## src/hdl/uart_pkg.sv

```systemverilog
package uart_pkg;

    // Default core configuration
    localparam int DEFAULT_DATA_BITS     = 8;
    localparam int DEFAULT_OVERSAMPLE    = 16;
    localparam int DEFAULT_CLKS_PER_TICK = 16;
    localparam int DEFAULT_FIFO_DEPTH    = 16;

    // Receiver states
    typedef enum logic [1:0] {
        RX_IDLE,
        RX_START,
        RX_DATA,
        RX_STOP
    } rx_state_t;

    // Transmitter states
    typedef enum logic [1:0] {
        TX_IDLE,
        TX_START,
        TX_DATA,
        TX_STOP
    } tx_state_t;

endpackage

```

## src/hdl/baud_gen.sv

```systemverilog
`timescale 1ns/1ps

module baud_gen #(
    parameter int CLKS_PER_TICK = 16
) (
    input  logic clk,
    input  logic rst_n,
    output logic tick
);

    localparam int CNT_W = (CLKS_PER_TICK > 1) ? $clog2(CLKS_PER_TICK) : 1;
    localparam logic [CNT_W-1:0] CNT_LAST = CNT_W'(CLKS_PER_TICK - 1);

    logic [CNT_W-1:0] cnt;

    // Free-running divider, tick on wrap
    always_ff @(posedge clk or negedge rst_n) begin
        if (!rst_n) begin
            cnt  <= '0;
            tick <= 1'b0;
        end else begin
            if (cnt == CNT_LAST) begin
                cnt  <= '0;
                tick <= 1'b1;
            end else begin
                cnt  <= cnt + 1'b1;
                tick <= 1'b0;
            end
        end
    end

endmodule

```

## src/hdl/sync_fifo.sv

```systemverilog
`timescale 1ns/1ps

module sync_fifo #(
    parameter int DATA_WIDTH = 8,
    parameter int DEPTH      = 16
) (
    input  logic                  clk,
    input  logic                  rst_n,
    input  logic                  wr_en,
    input  logic [DATA_WIDTH-1:0] din,
    input  logic                  rd_en,
    output logic [DATA_WIDTH-1:0] dout,
    output logic                  empty,
    output logic                  full
);

    localparam int PTR_W = (DEPTH > 1) ? $clog2(DEPTH) : 1;
    localparam int CNT_W = $clog2(DEPTH + 1);
    localparam logic [PTR_W-1:0] PTR_LAST = PTR_W'(DEPTH - 1);
    localparam logic [CNT_W-1:0] CNT_FULL = CNT_W'(DEPTH);

    logic [DATA_WIDTH-1:0] mem [DEPTH];
    logic [PTR_W-1:0]      wr_ptr;
    logic [PTR_W-1:0]      rd_ptr;
    logic [CNT_W-1:0]      count;
    logic                  do_wr;
    logic                  do_rd;

    assign empty = (count == '0);
    assign full  = (count == CNT_FULL);

    assign do_wr = wr_en && !full;
    assign do_rd = rd_en && !empty;

    // Head entry is visible without a read
    assign dout = mem[rd_ptr];

    always_ff @(posedge clk) begin
        if (do_wr) begin
            mem[wr_ptr] <= din;
        end
    end

    always_ff @(posedge clk or negedge rst_n) begin
        if (!rst_n) begin
            wr_ptr <= '0;
            rd_ptr <= '0;
            count  <= '0;
        end else begin
            if (do_wr) begin
                wr_ptr <= (wr_ptr == PTR_LAST) ? '0 : wr_ptr + 1'b1;
            end
            if (do_rd) begin
                rd_ptr <= (rd_ptr == PTR_LAST) ? '0 : rd_ptr + 1'b1;
            end

            case ({do_wr, do_rd})
                2'b10:   count <= count + 1'b1;
                2'b01:   count <= count - 1'b1;
                default: count <= count;
            endcase
        end
    end

endmodule

```

## src/hdl/uart_tx.sv

```systemverilog
`timescale 1ns/1ps

module uart_tx #(
    parameter int DATA_BITS  = 8,
    parameter int OVERSAMPLE = 16
) (
    input  logic                 clk,
    input  logic                 rst_n,
    input  logic                 tick,
    input  logic                 tx_start,
    input  logic [DATA_BITS-1:0] tx_data,
    output logic                 tx,
    output logic                 tx_busy
);

    import uart_pkg::*;

    localparam int TICK_W = $clog2(OVERSAMPLE);
    localparam int IDX_W  = $clog2(DATA_BITS);
    localparam logic [TICK_W-1:0] TICK_LAST = TICK_W'(OVERSAMPLE - 1);
    localparam logic [IDX_W-1:0]  IDX_LAST  = IDX_W'(DATA_BITS - 1);

    tx_state_t            state;
    logic [TICK_W-1:0]    tick_cnt;
    logic [IDX_W-1:0]     bit_idx;
    logic [DATA_BITS-1:0] shift_reg;
    logic                 load;
    logic                 bit_end;

    assign load    = (state == TX_IDLE) && tx_start && !tx_busy;
    assign bit_end = tick && (tick_cnt == TICK_LAST);

    always_ff @(posedge clk or negedge rst_n) begin
        if (!rst_n) begin
            state    <= TX_IDLE;
            tick_cnt <= '0;
            bit_idx  <= '0;
            tx       <= 1'b1;
            tx_busy  <= 1'b0;
        end else begin
            case (state)
                TX_IDLE: begin
                    if (load) begin
                        state    <= TX_START;
                        tx_busy  <= 1'b1;
                        tick_cnt <= '0;
                    end
                end

                TX_START: begin
                    // Line still high here means we have not aligned to a tick yet
                    if (tick && tx) begin
                        tx <= 1'b0;
                    end else if (bit_end) begin
                        state    <= TX_DATA;
                        tick_cnt <= '0;
                        bit_idx  <= '0;
                        tx       <= shift_reg[0];
                    end else if (tick) begin
                        tick_cnt <= tick_cnt + 1'b1;
                    end
                end

                TX_DATA: begin
                    if (bit_end) begin
                        tick_cnt <= '0;
                        if (bit_idx == IDX_LAST) begin
                            state <= TX_STOP;
                            tx    <= 1'b1;
                        end else begin
                            bit_idx <= bit_idx + 1'b1;
                            tx      <= shift_reg[0];
                        end
                    end else if (tick) begin
                        tick_cnt <= tick_cnt + 1'b1;
                    end
                end

                TX_STOP: begin
                    if (bit_end) begin
                        state    <= TX_IDLE;
                        tick_cnt <= '0;
                        tx_busy  <= 1'b0;
                    end else if (tick) begin
                        tick_cnt <= tick_cnt + 1'b1;
                    end
                end

                default: state <= TX_IDLE;
            endcase
        end
    end

    // LSB leaves first
    always_ff @(posedge clk) begin
        if (load) begin
            shift_reg <= tx_data;
        end else if (bit_end && (state == TX_START || state == TX_DATA)) begin
            shift_reg <= shift_reg >> 1;
        end
    end

endmodule

```

## src/hdl/uart_rx.sv

```systemverilog
`timescale 1ns/1ps

module uart_rx #(
    parameter int DATA_BITS  = 8,
    parameter int OVERSAMPLE = 16,
    parameter int FIFO_DEPTH = 16
) (
    input  logic                 clk,
    input  logic                 rst_n,
    input  logic                 tick,
    input  logic                 rx,
    input  logic                 rd_en,
    output logic [DATA_BITS-1:0] rx_out,
    output logic                 rx_valid,
    output logic                 fifo_empty,
    output logic                 fifo_full
);

    import uart_pkg::*;

    localparam int TICK_W = $clog2(OVERSAMPLE);
    localparam int IDX_W  = $clog2(DATA_BITS);
    localparam logic [TICK_W-1:0] TICK_LAST = TICK_W'(OVERSAMPLE - 1);
    localparam logic [TICK_W-1:0] TICK_HALF = TICK_W'(OVERSAMPLE / 2 - 1);
    localparam logic [IDX_W-1:0]  IDX_LAST  = IDX_W'(DATA_BITS - 1);

    rx_state_t            state;
    logic                 rx_meta;
    logic                 rx_sync;
    logic [TICK_W-1:0]    tick_cnt;
    logic [IDX_W-1:0]     bit_idx;
    logic [DATA_BITS-1:0] shift_reg;
    logic                 start_mid;
    logic                 bit_centre;
    logic                 fifo_wr_en;
    logic [DATA_BITS-1:0] fifo_dout;
    logic                 rd_ok;

    // Idle line is high
    always_ff @(posedge clk or negedge rst_n) begin
        if (!rst_n) begin
            rx_meta <= 1'b1;
            rx_sync <= 1'b1;
        end else begin
            rx_meta <= rx;
            rx_sync <= rx_meta;
        end
    end

    assign start_mid  = tick && (tick_cnt == TICK_HALF);
    assign bit_centre = tick && (tick_cnt == TICK_LAST);

    always_ff @(posedge clk or negedge rst_n) begin
        if (!rst_n) begin
            state      <= RX_IDLE;
            tick_cnt   <= '0;
            bit_idx    <= '0;
            fifo_wr_en <= 1'b0;
        end else begin
            fifo_wr_en <= 1'b0;

            case (state)
                RX_IDLE: begin
                    if (tick && !rx_sync) begin
                        state    <= RX_START;
                        tick_cnt <= '0;
                    end
                end

                RX_START: begin
                    // Start bit must still be low half a bit in
                    if (start_mid) begin
                        tick_cnt <= '0;
                        bit_idx  <= '0;
                        state    <= rx_sync ? RX_IDLE : RX_DATA;
                    end else if (tick) begin
                        tick_cnt <= tick_cnt + 1'b1;
                    end
                end

                RX_DATA: begin
                    if (bit_centre) begin
                        tick_cnt <= '0;
                        if (bit_idx == IDX_LAST) begin
                            state <= RX_STOP;
                        end else begin
                            bit_idx <= bit_idx + 1'b1;
                        end
                    end else if (tick) begin
                        tick_cnt <= tick_cnt + 1'b1;
                    end
                end

                RX_STOP: begin
                    if (bit_centre) begin
                        // Low stop bit drops the frame
                        fifo_wr_en <= rx_sync;
                        tick_cnt   <= '0;
                        state      <= RX_IDLE;
                    end else if (tick) begin
                        tick_cnt <= tick_cnt + 1'b1;
                    end
                end

                default: state <= RX_IDLE;
            endcase
        end
    end

    // First bit ends up in the LSB
    always_ff @(posedge clk) begin
        if (state == RX_DATA && bit_centre) begin
            shift_reg <= {rx_sync, shift_reg[DATA_BITS-1:1]};
        end
    end

    sync_fifo #(
        .DATA_WIDTH(DATA_BITS),
        .DEPTH     (FIFO_DEPTH)
    ) rx_fifo (
        .clk  (clk),
        .rst_n(rst_n),
        .wr_en(fifo_wr_en),
        .din  (shift_reg),
        .rd_en(rd_en),
        .dout (fifo_dout),
        .empty(fifo_empty),
        .full (fifo_full)
    );

    assign rd_ok = rd_en && !fifo_empty;

    always_ff @(posedge clk or negedge rst_n) begin
        if (!rst_n) begin
            rx_valid <= 1'b0;
        end else begin
            rx_valid <= rd_ok;
        end
    end

    // Held until the next successful read
    always_ff @(posedge clk) begin
        if (rd_ok) begin
            rx_out <= fifo_dout;
        end
    end

endmodule

```

## src/hdl/uart_core.sv

```systemverilog
`timescale 1ns/1ps

module uart_core #(
    parameter int DATA_BITS     = uart_pkg::DEFAULT_DATA_BITS,
    parameter int OVERSAMPLE    = uart_pkg::DEFAULT_OVERSAMPLE,
    parameter int CLKS_PER_TICK = uart_pkg::DEFAULT_CLKS_PER_TICK,
    parameter int FIFO_DEPTH    = uart_pkg::DEFAULT_FIFO_DEPTH
) (
    input  logic                 clk,
    input  logic                 rst_n,

    // Transmit side
    input  logic                 tx_start,
    input  logic [DATA_BITS-1:0] tx_data,
    output logic                 tx_busy,
    output logic                 tx,

    // Receive side
    input  logic                 rx,
    input  logic                 rd_en,
    output logic [DATA_BITS-1:0] rx_out,
    output logic                 rx_valid,
    output logic                 fifo_empty,
    output logic                 fifo_full
);

    // One oversample tick shared by both directions
    logic tick;

    baud_gen #(
        .CLKS_PER_TICK(CLKS_PER_TICK)
    ) baud_gen_inst (
        .clk  (clk),
        .rst_n(rst_n),
        .tick (tick)
    );

    uart_tx #(
        .DATA_BITS (DATA_BITS),
        .OVERSAMPLE(OVERSAMPLE)
    ) uart_tx_inst (
        .clk     (clk),
        .rst_n   (rst_n),
        .tick    (tick),
        .tx_start(tx_start),
        .tx_data (tx_data),
        .tx      (tx),
        .tx_busy (tx_busy)
    );

    uart_rx #(
        .DATA_BITS (DATA_BITS),
        .OVERSAMPLE(OVERSAMPLE),
        .FIFO_DEPTH(FIFO_DEPTH)
    ) uart_rx_inst (
        .clk       (clk),
        .rst_n     (rst_n),
        .tick      (tick),
        .rx        (rx),
        .rd_en     (rd_en),
        .rx_out    (rx_out),
        .rx_valid  (rx_valid),
        .fifo_empty(fifo_empty),
        .fifo_full (fifo_full)
    );

endmodule

```

## config.mk

```make
export PLATFORM = sky130hd
export DESIGN_NAME = uart_core
export DESIGN_NICKNAME = d
export VERILOG_FILES = /design/src/hdl/uart_pkg.sv /design/src/hdl/baud_gen.sv /design/src/hdl/sync_fifo.sv /design/src/hdl/uart_tx.sv /design/src/hdl/uart_rx.sv /design/src/hdl/uart_core.sv
export SDC_FILE = /design/constraint.sdc
export NUM_CORES = 1
export LEC_CHECK = 0
export BUFFER_PORTS_ARGS = -buffer_cell sky130_fd_sc_hd__buf_2
export CAP_MARGIN = 15
export CELL_PAD_IN_SITES_DETAIL_PLACEMENT = 0
export CELL_PAD_IN_SITES_GLOBAL_PLACEMENT = 1
export CORE_UTILIZATION = 50
export DETAILED_ROUTE_END_ITERATION = 6
export PLACE_DENSITY = 0.86
export SYNTH_ARGS = -nofsm -noshare
export SYNTH_HDL_FRONTEND = slang
export SYNTH_SLANG_ARGS = --single-unit
```

## constraint.sdc

```tcl
create_clock -name clk -period 4 [get_ports clk]
set_input_delay 1.2 -clock clk [delete_from_list [all_inputs] [get_ports clk]]
set_output_delay 1.2 -clock clk [all_outputs]
set_load 0.03 [all_outputs]
```

* Yosys cells after proc, flatten, opt, wreduce, memory -nomap -nowiden
Memory sizes are Yosys's and may differ from the RTL's. A register that Yosys moved wholly into a read port is not among the register bits. Index checks and enable logic that the tools add are counted.
Storage, ports and cells: register bits 58, memory bits (writable) 128, input bits 13, output and inout bits 13, logic and storage cells 145, memories kept 1
Operators by class: add/sub/neg operators 9, equality and inequality tests 31, mux-type cells 52, reductions and logical operators 33
Memories:
- uart_rx_inst.rx_fifo.mem | words 16, width 8, rd ports 1, clocked after Yosys merged registers in 1, wr ports 1, RTL line sync_fifo.sv:22 | logic [DATA_WIDTH-1:0] mem [DEPTH];
Operators with widths (number):
- 4-bit two-way mux | 11
- 2-bit two-way mux | 12
- 4-bit one-hot mux with 3 select lines | 2
- 3-bit two-way mux | 7
- 4-bit by 1-bit adder with 4-bit output (second input constant) | 5
- 4-bit equality test (second input constant) | 5
- 2-bit by 1-bit != test with 1-bit output (second input constant) | 10
- 8-bit two-way mux | 2
- 2-bit one-hot mux with 4 select lines | 2
- 3-bit one-hot mux with 2 select lines | 2
- 1-bit logical AND | 11
- 1-bit two-way mux | 11
- 2-bit equality test (second input constant) | 5
- 5-bit one-hot mux with 2 select lines | 1
- 5-bit AND reduction | 2
- 2-bit nonzero test | 5
- 3-bit by 1-bit adder with 3-bit output (second input constant) | 2
- 2-bit by 1-bit equality test with 1-bit output (second input constant) | 3
- 3-bit equality test (second input constant) | 2
- 2-bit != test (second input constant) | 3
- 3-bit AND reduction | 2
- 6-bit AND reduction | 1
- 5-bit by 1-bit adder with 5-bit output (second input constant) | 1
- 5-bit equality test (second input constant) | 1
- 11 further kinds | 17

* Longest topological paths before layout
word-level depth 5, mapped depth 10, gate-level depth less buffers 9

* Modules after synthesis
From an unflattened synthesis, not the netlist that was laid out.
Second synthesis, totals: cell total of the unflattened synthesis 517, area, all modules 8290.5 sq um
By module, submodules not included:
- sync_fifo | times used 1, cells each 329, area an instance 5853.1 sq um
- uart_rx | times used 1, cells each 82, area an instance 1193.6 sq um
- uart_tx | times used 1, cells each 92, area an instance 1049.8 sq um
- baud_gen | times used 1, cells each 14, area an instance 193.9 sq um

* Worst setup path before layout
Ideal clock, no wire load.
kind input to register, start input rd_en, end register uart_rx_inst.rx_fifo.count[4], data arrival time 2.697 ns, data required time 3.920 ns, setup slack 1.223 ns, cell stages on the path 8, buffers on the path 0, path through o21ai_4 inv_4 ha_1 fa_1 a21o_1 a21oi_1 mux2i_1 xnor2_1
On the way: cells in the longest elaborated chain, start to end 3, elaborated cells on any way between the ends 5
Ends and longest elaborated chain:
- start: declaration | RTL line uart_core.sv:20 | input logic rd_en,
- 1-bit logical AND (*)
- named net uart_rx_inst.rd_ok | RTL line uart_rx.sv:37 | logic rd_ok;
- 2-bit by 1-bit equality test with 1-bit output / 2-bit equality test (equally long branches) | RTL line sync_fifo.sv:57 | case ({do_wr, do_rd})
- 5-bit one-hot mux with 2 select lines / 2-bit nonzero test (equally long branches)
- end signal: assignment | RTL line sync_fifo.sv:58 | 2'b10: count <= count + 1'b1;
- end signal: assignment | RTL line sync_fifo.sv:59 | 2'b01: count <= count - 1'b1;
- end signal: assignment | RTL line sync_fifo.sv:60 | default: count <= count;
- end: declaration | RTL line sync_fifo.sv:25 | logic [CNT_W-1:0] count;
The timed path passes the listed nets; every way through them passes the cells marked *. A chain may end at the register's enable or synchronous reset.

* Final worst setup path
start register uart_rx_inst.rx_fifo.count[1], end output fifo_empty
On the way: cells in the longest elaborated chain, start to end 1
Ends and longest elaborated chain:
- 5-bit logical NOT | RTL line sync_fifo.sv:29 | assign empty = (count == '0);
- end: declaration | RTL line uart_core.sv:23 | output logic fifo_empty,
No other way between the ends.

==> results.cfg <==
[yosys]
synth_edf_count = 152
synthArstFlopShare_pct = 21.65
synth_nets = 562
synth_top_area_share_pct = 55.16
ys_seq_area_share_pct = 67.91
syn_area_per_cell_um2 = 15.70
yosysMostFrequentCell = edfxtp_1
synth_ff_type = edfxtp_1
yosysWarnings = 0
netlist_area_um2 = 8274
ys_types = 55
synth_commonest_cells = edfxtp_1, dfrtp_1, mux2i_1
synth_top_area_cell = edfxtp_1
synth_seq_cells = 194
synth_area_leaders = edfxtp_1, dfrtp_1, mux2i_1
netlist_instances = 527

[critical_path]
end_kind = output pin
critPathMaxFanout = 5
critPathLaunchType = flip-flop
critPathRequiredTime_ns = 2.80
worstPathArrival_ns = 1.80
path_class = flip-flop to output pin

[clocking]
holdBufCountCts = 0
clkLatencyLatePin_ns = 0.43
cts_buffers = 17
root_buffer = clkbuf_16
clkTransAtPathRegs_ns = 0.07
cts_tree = yes
cts-resized-gates = 0
ctsHtreeMaxLevel = 4
clk_path_buf_depth = 2
clock_sinks = 194
cts_setup_buffers = 0

[pwr]
p_clk_share_pct = 30.8
swShare_pct = 30.35
power_frac_seq_pct = 46.9
p_int_mw = 3.658
comb_power_share_pct = 22.2
power.switching_mw = 1.594
p_leak_nw = 3.266
powerDensity_nw_per_um2 = 574.5
irDropWorstVdd_mv = 0.3898

[final_layout]
largest_reg_flops = 128
nNetsFinal = 593
area_growth_pct = 10.48
final_util_pct = 57.13
n_antenna_cell = 0
regMostFlops = uart_rx_inst.rx_fifo.mem
drive_gt1_share_pct = 19.96

[detailed_routing]
drt_first_pass_iters = 5
routed_wl_um = 15770
initialDrtViolationCount = 422
ant_nets = 0
drc_errors = 0
num_vias = 4557
via_per_inst = 5.790
routedWlPerCell_um = 20.03

[timing]
timing.fmax_mhz = 333.6
drv_slew = 0
hold_viol = 0
post-route-period-util_pct = 74.94
fin_tns_setup_ns = 0
setup-violations-final = 0
rsz0062_at_grt = no
maxSlewHeadroom_pct = 30.22
period_needed_ns = 2.998
clock_skew_ns = 0.007924
tightest_slew_ns = 1.047

[die]
io_pins = 26
start_util_pct = 51.71
die_h_um = 130.6
rows = 46
die_area_um2 = 17070
die_w_um = 130.6
core-area_um2 = 16000

[global_route]
grt_pass1_wl_um = 24980
global_route.usage.met1_pct = 27.36
overflow = 0
grt_start_max_net_pins = 34
first_global_vias = 4576
met3_usage_pct = 4.397
grtUsageTotal_pct = 20.24
busiest_layer = met2
grtUsageMet2_pct = 32.52
antenna_found_initial = 0

[outcome]
status = completed

[place]
portBuffers = 25
dp_hpwl_um = 10440
routabilityCongestion = 0.8219

[job]
drv_cap = 0

[min_path]
min_path_type = flip-flop to flip-flop
## per-stage QoR
step / cells / total power [mW] / cell area, um^2 / setup WS (ns) / hold WS, ns
4_1_cts: 787 / 5.276 / 9141 / 0.9645 / 0.3641
3_3_place_gp: 755 / 3.640 / 8582 / 0.9914 / 0.3488
3_5_place_dp: 755 / 3.671 / 8582 / 0.9365 / 0.3555
5_1_grt: 787 / 5.456 / 9141 / 0.9229 / 0.3674
6_report: 787 / 5.251 / 9141 / 1.003 / 0.3605
2_1_floorplan: 527 / 3.413 / 8274 / 1.223 / 0.3452
## per-layer routing
| metal | share of wire [%] | vias to the layer above |
|---|---|---|
| met1 | 43 | 2321 |
| met3 | 5.4 | 23 |
| met2 | 50 | 124 |
| met4 | 1.7 | 0 |
| li1 | - | 2089 |
| met5 | 0 | - |
## area by class of cell
cell class	instances	area [um^2]
clock buffers	17	425.4
well taps	216	270.3
fillers	1267	6859
multi-input cells	296	2436
clock inverters	15	133.9
flip-flops and latches	194	5620
inverters	14	55.05
repair buffers	35	200.2
## worst max-delay path, stage by stage (launching register included)
cell and delay, ns:
dfrtp_1 0.44, or4_4 0.59, nor2_1 0.12, buf_2 0.21
## worst paths after layout
kind                                          startpoint                             end  slack [ns]  cells after the start
max                        uart_rx_inst.rx_fifo.count[1]                      fifo_empty        1.00                      3
min                                 uart_rx_inst.rx_meta            uart_rx_inst.rx_sync        0.36                      0
max reg2reg                uart_rx_inst.rx_fifo.count[1]   uart_rx_inst.rx_fifo.count[4]        1.10                      9
min reg2reg                         uart_rx_inst.rx_meta            uart_rx_inst.rx_sync        0.36                      0
max in group asynchronous                          rst_n  uart_rx_inst.rx_fifo.rd_ptr[0]        2.59                      2
min in group asynchronous                          rst_n           uart_rx_inst.state[0]        0.73                      1
## power groups by stage
stage / clock [mW] / sequential [mW] / combinational (mW)
6_report: 1.62 / 2.46 / 1.17
5_1_grt: 1.72 / 2.49 / 1.25
4_1_cts: 1.64 / 2.47 / 1.17
3_5_place_dp: 0 / 2.51 / 1.16
3_3_place_gp: 0 / 2.51 / 1.13
2_1_floorplan: 0 / 2.47 / 0.948
## placed cells by master, fill, tap and decap left out, types with 7 or more instances in the layout
cell type  count
mux4_2        16
nor2_1        26
nand3_1       10
mux2i_1       38
edfxtp_1     152
mux2_2        13
nand2_1       36
ha_1          21
a21oi_1       10
a22oi_1       10
dfrtp_1       38
buf_4         10
nor2b_1        7
clkbuf_16     17
a221oi_1       8
inv_1         13
a221oi_2       8
o21ai_0       30
buf_2         25
## kinds of logic after synthesis
kind of cell,Yosys count,synth area share [%]
AO/OA/AOI/OAI,89,7.984
XOR/XNOR,7,0.7410
adder cells (fa/ha/maj),22,3.417
buffers and inverters,37,2.646
flip-flops,194,67.91
multiplexers,67,10.72
AND/OR/NAND/NOR,111,6.578
(Power assumes the default switching activity.)
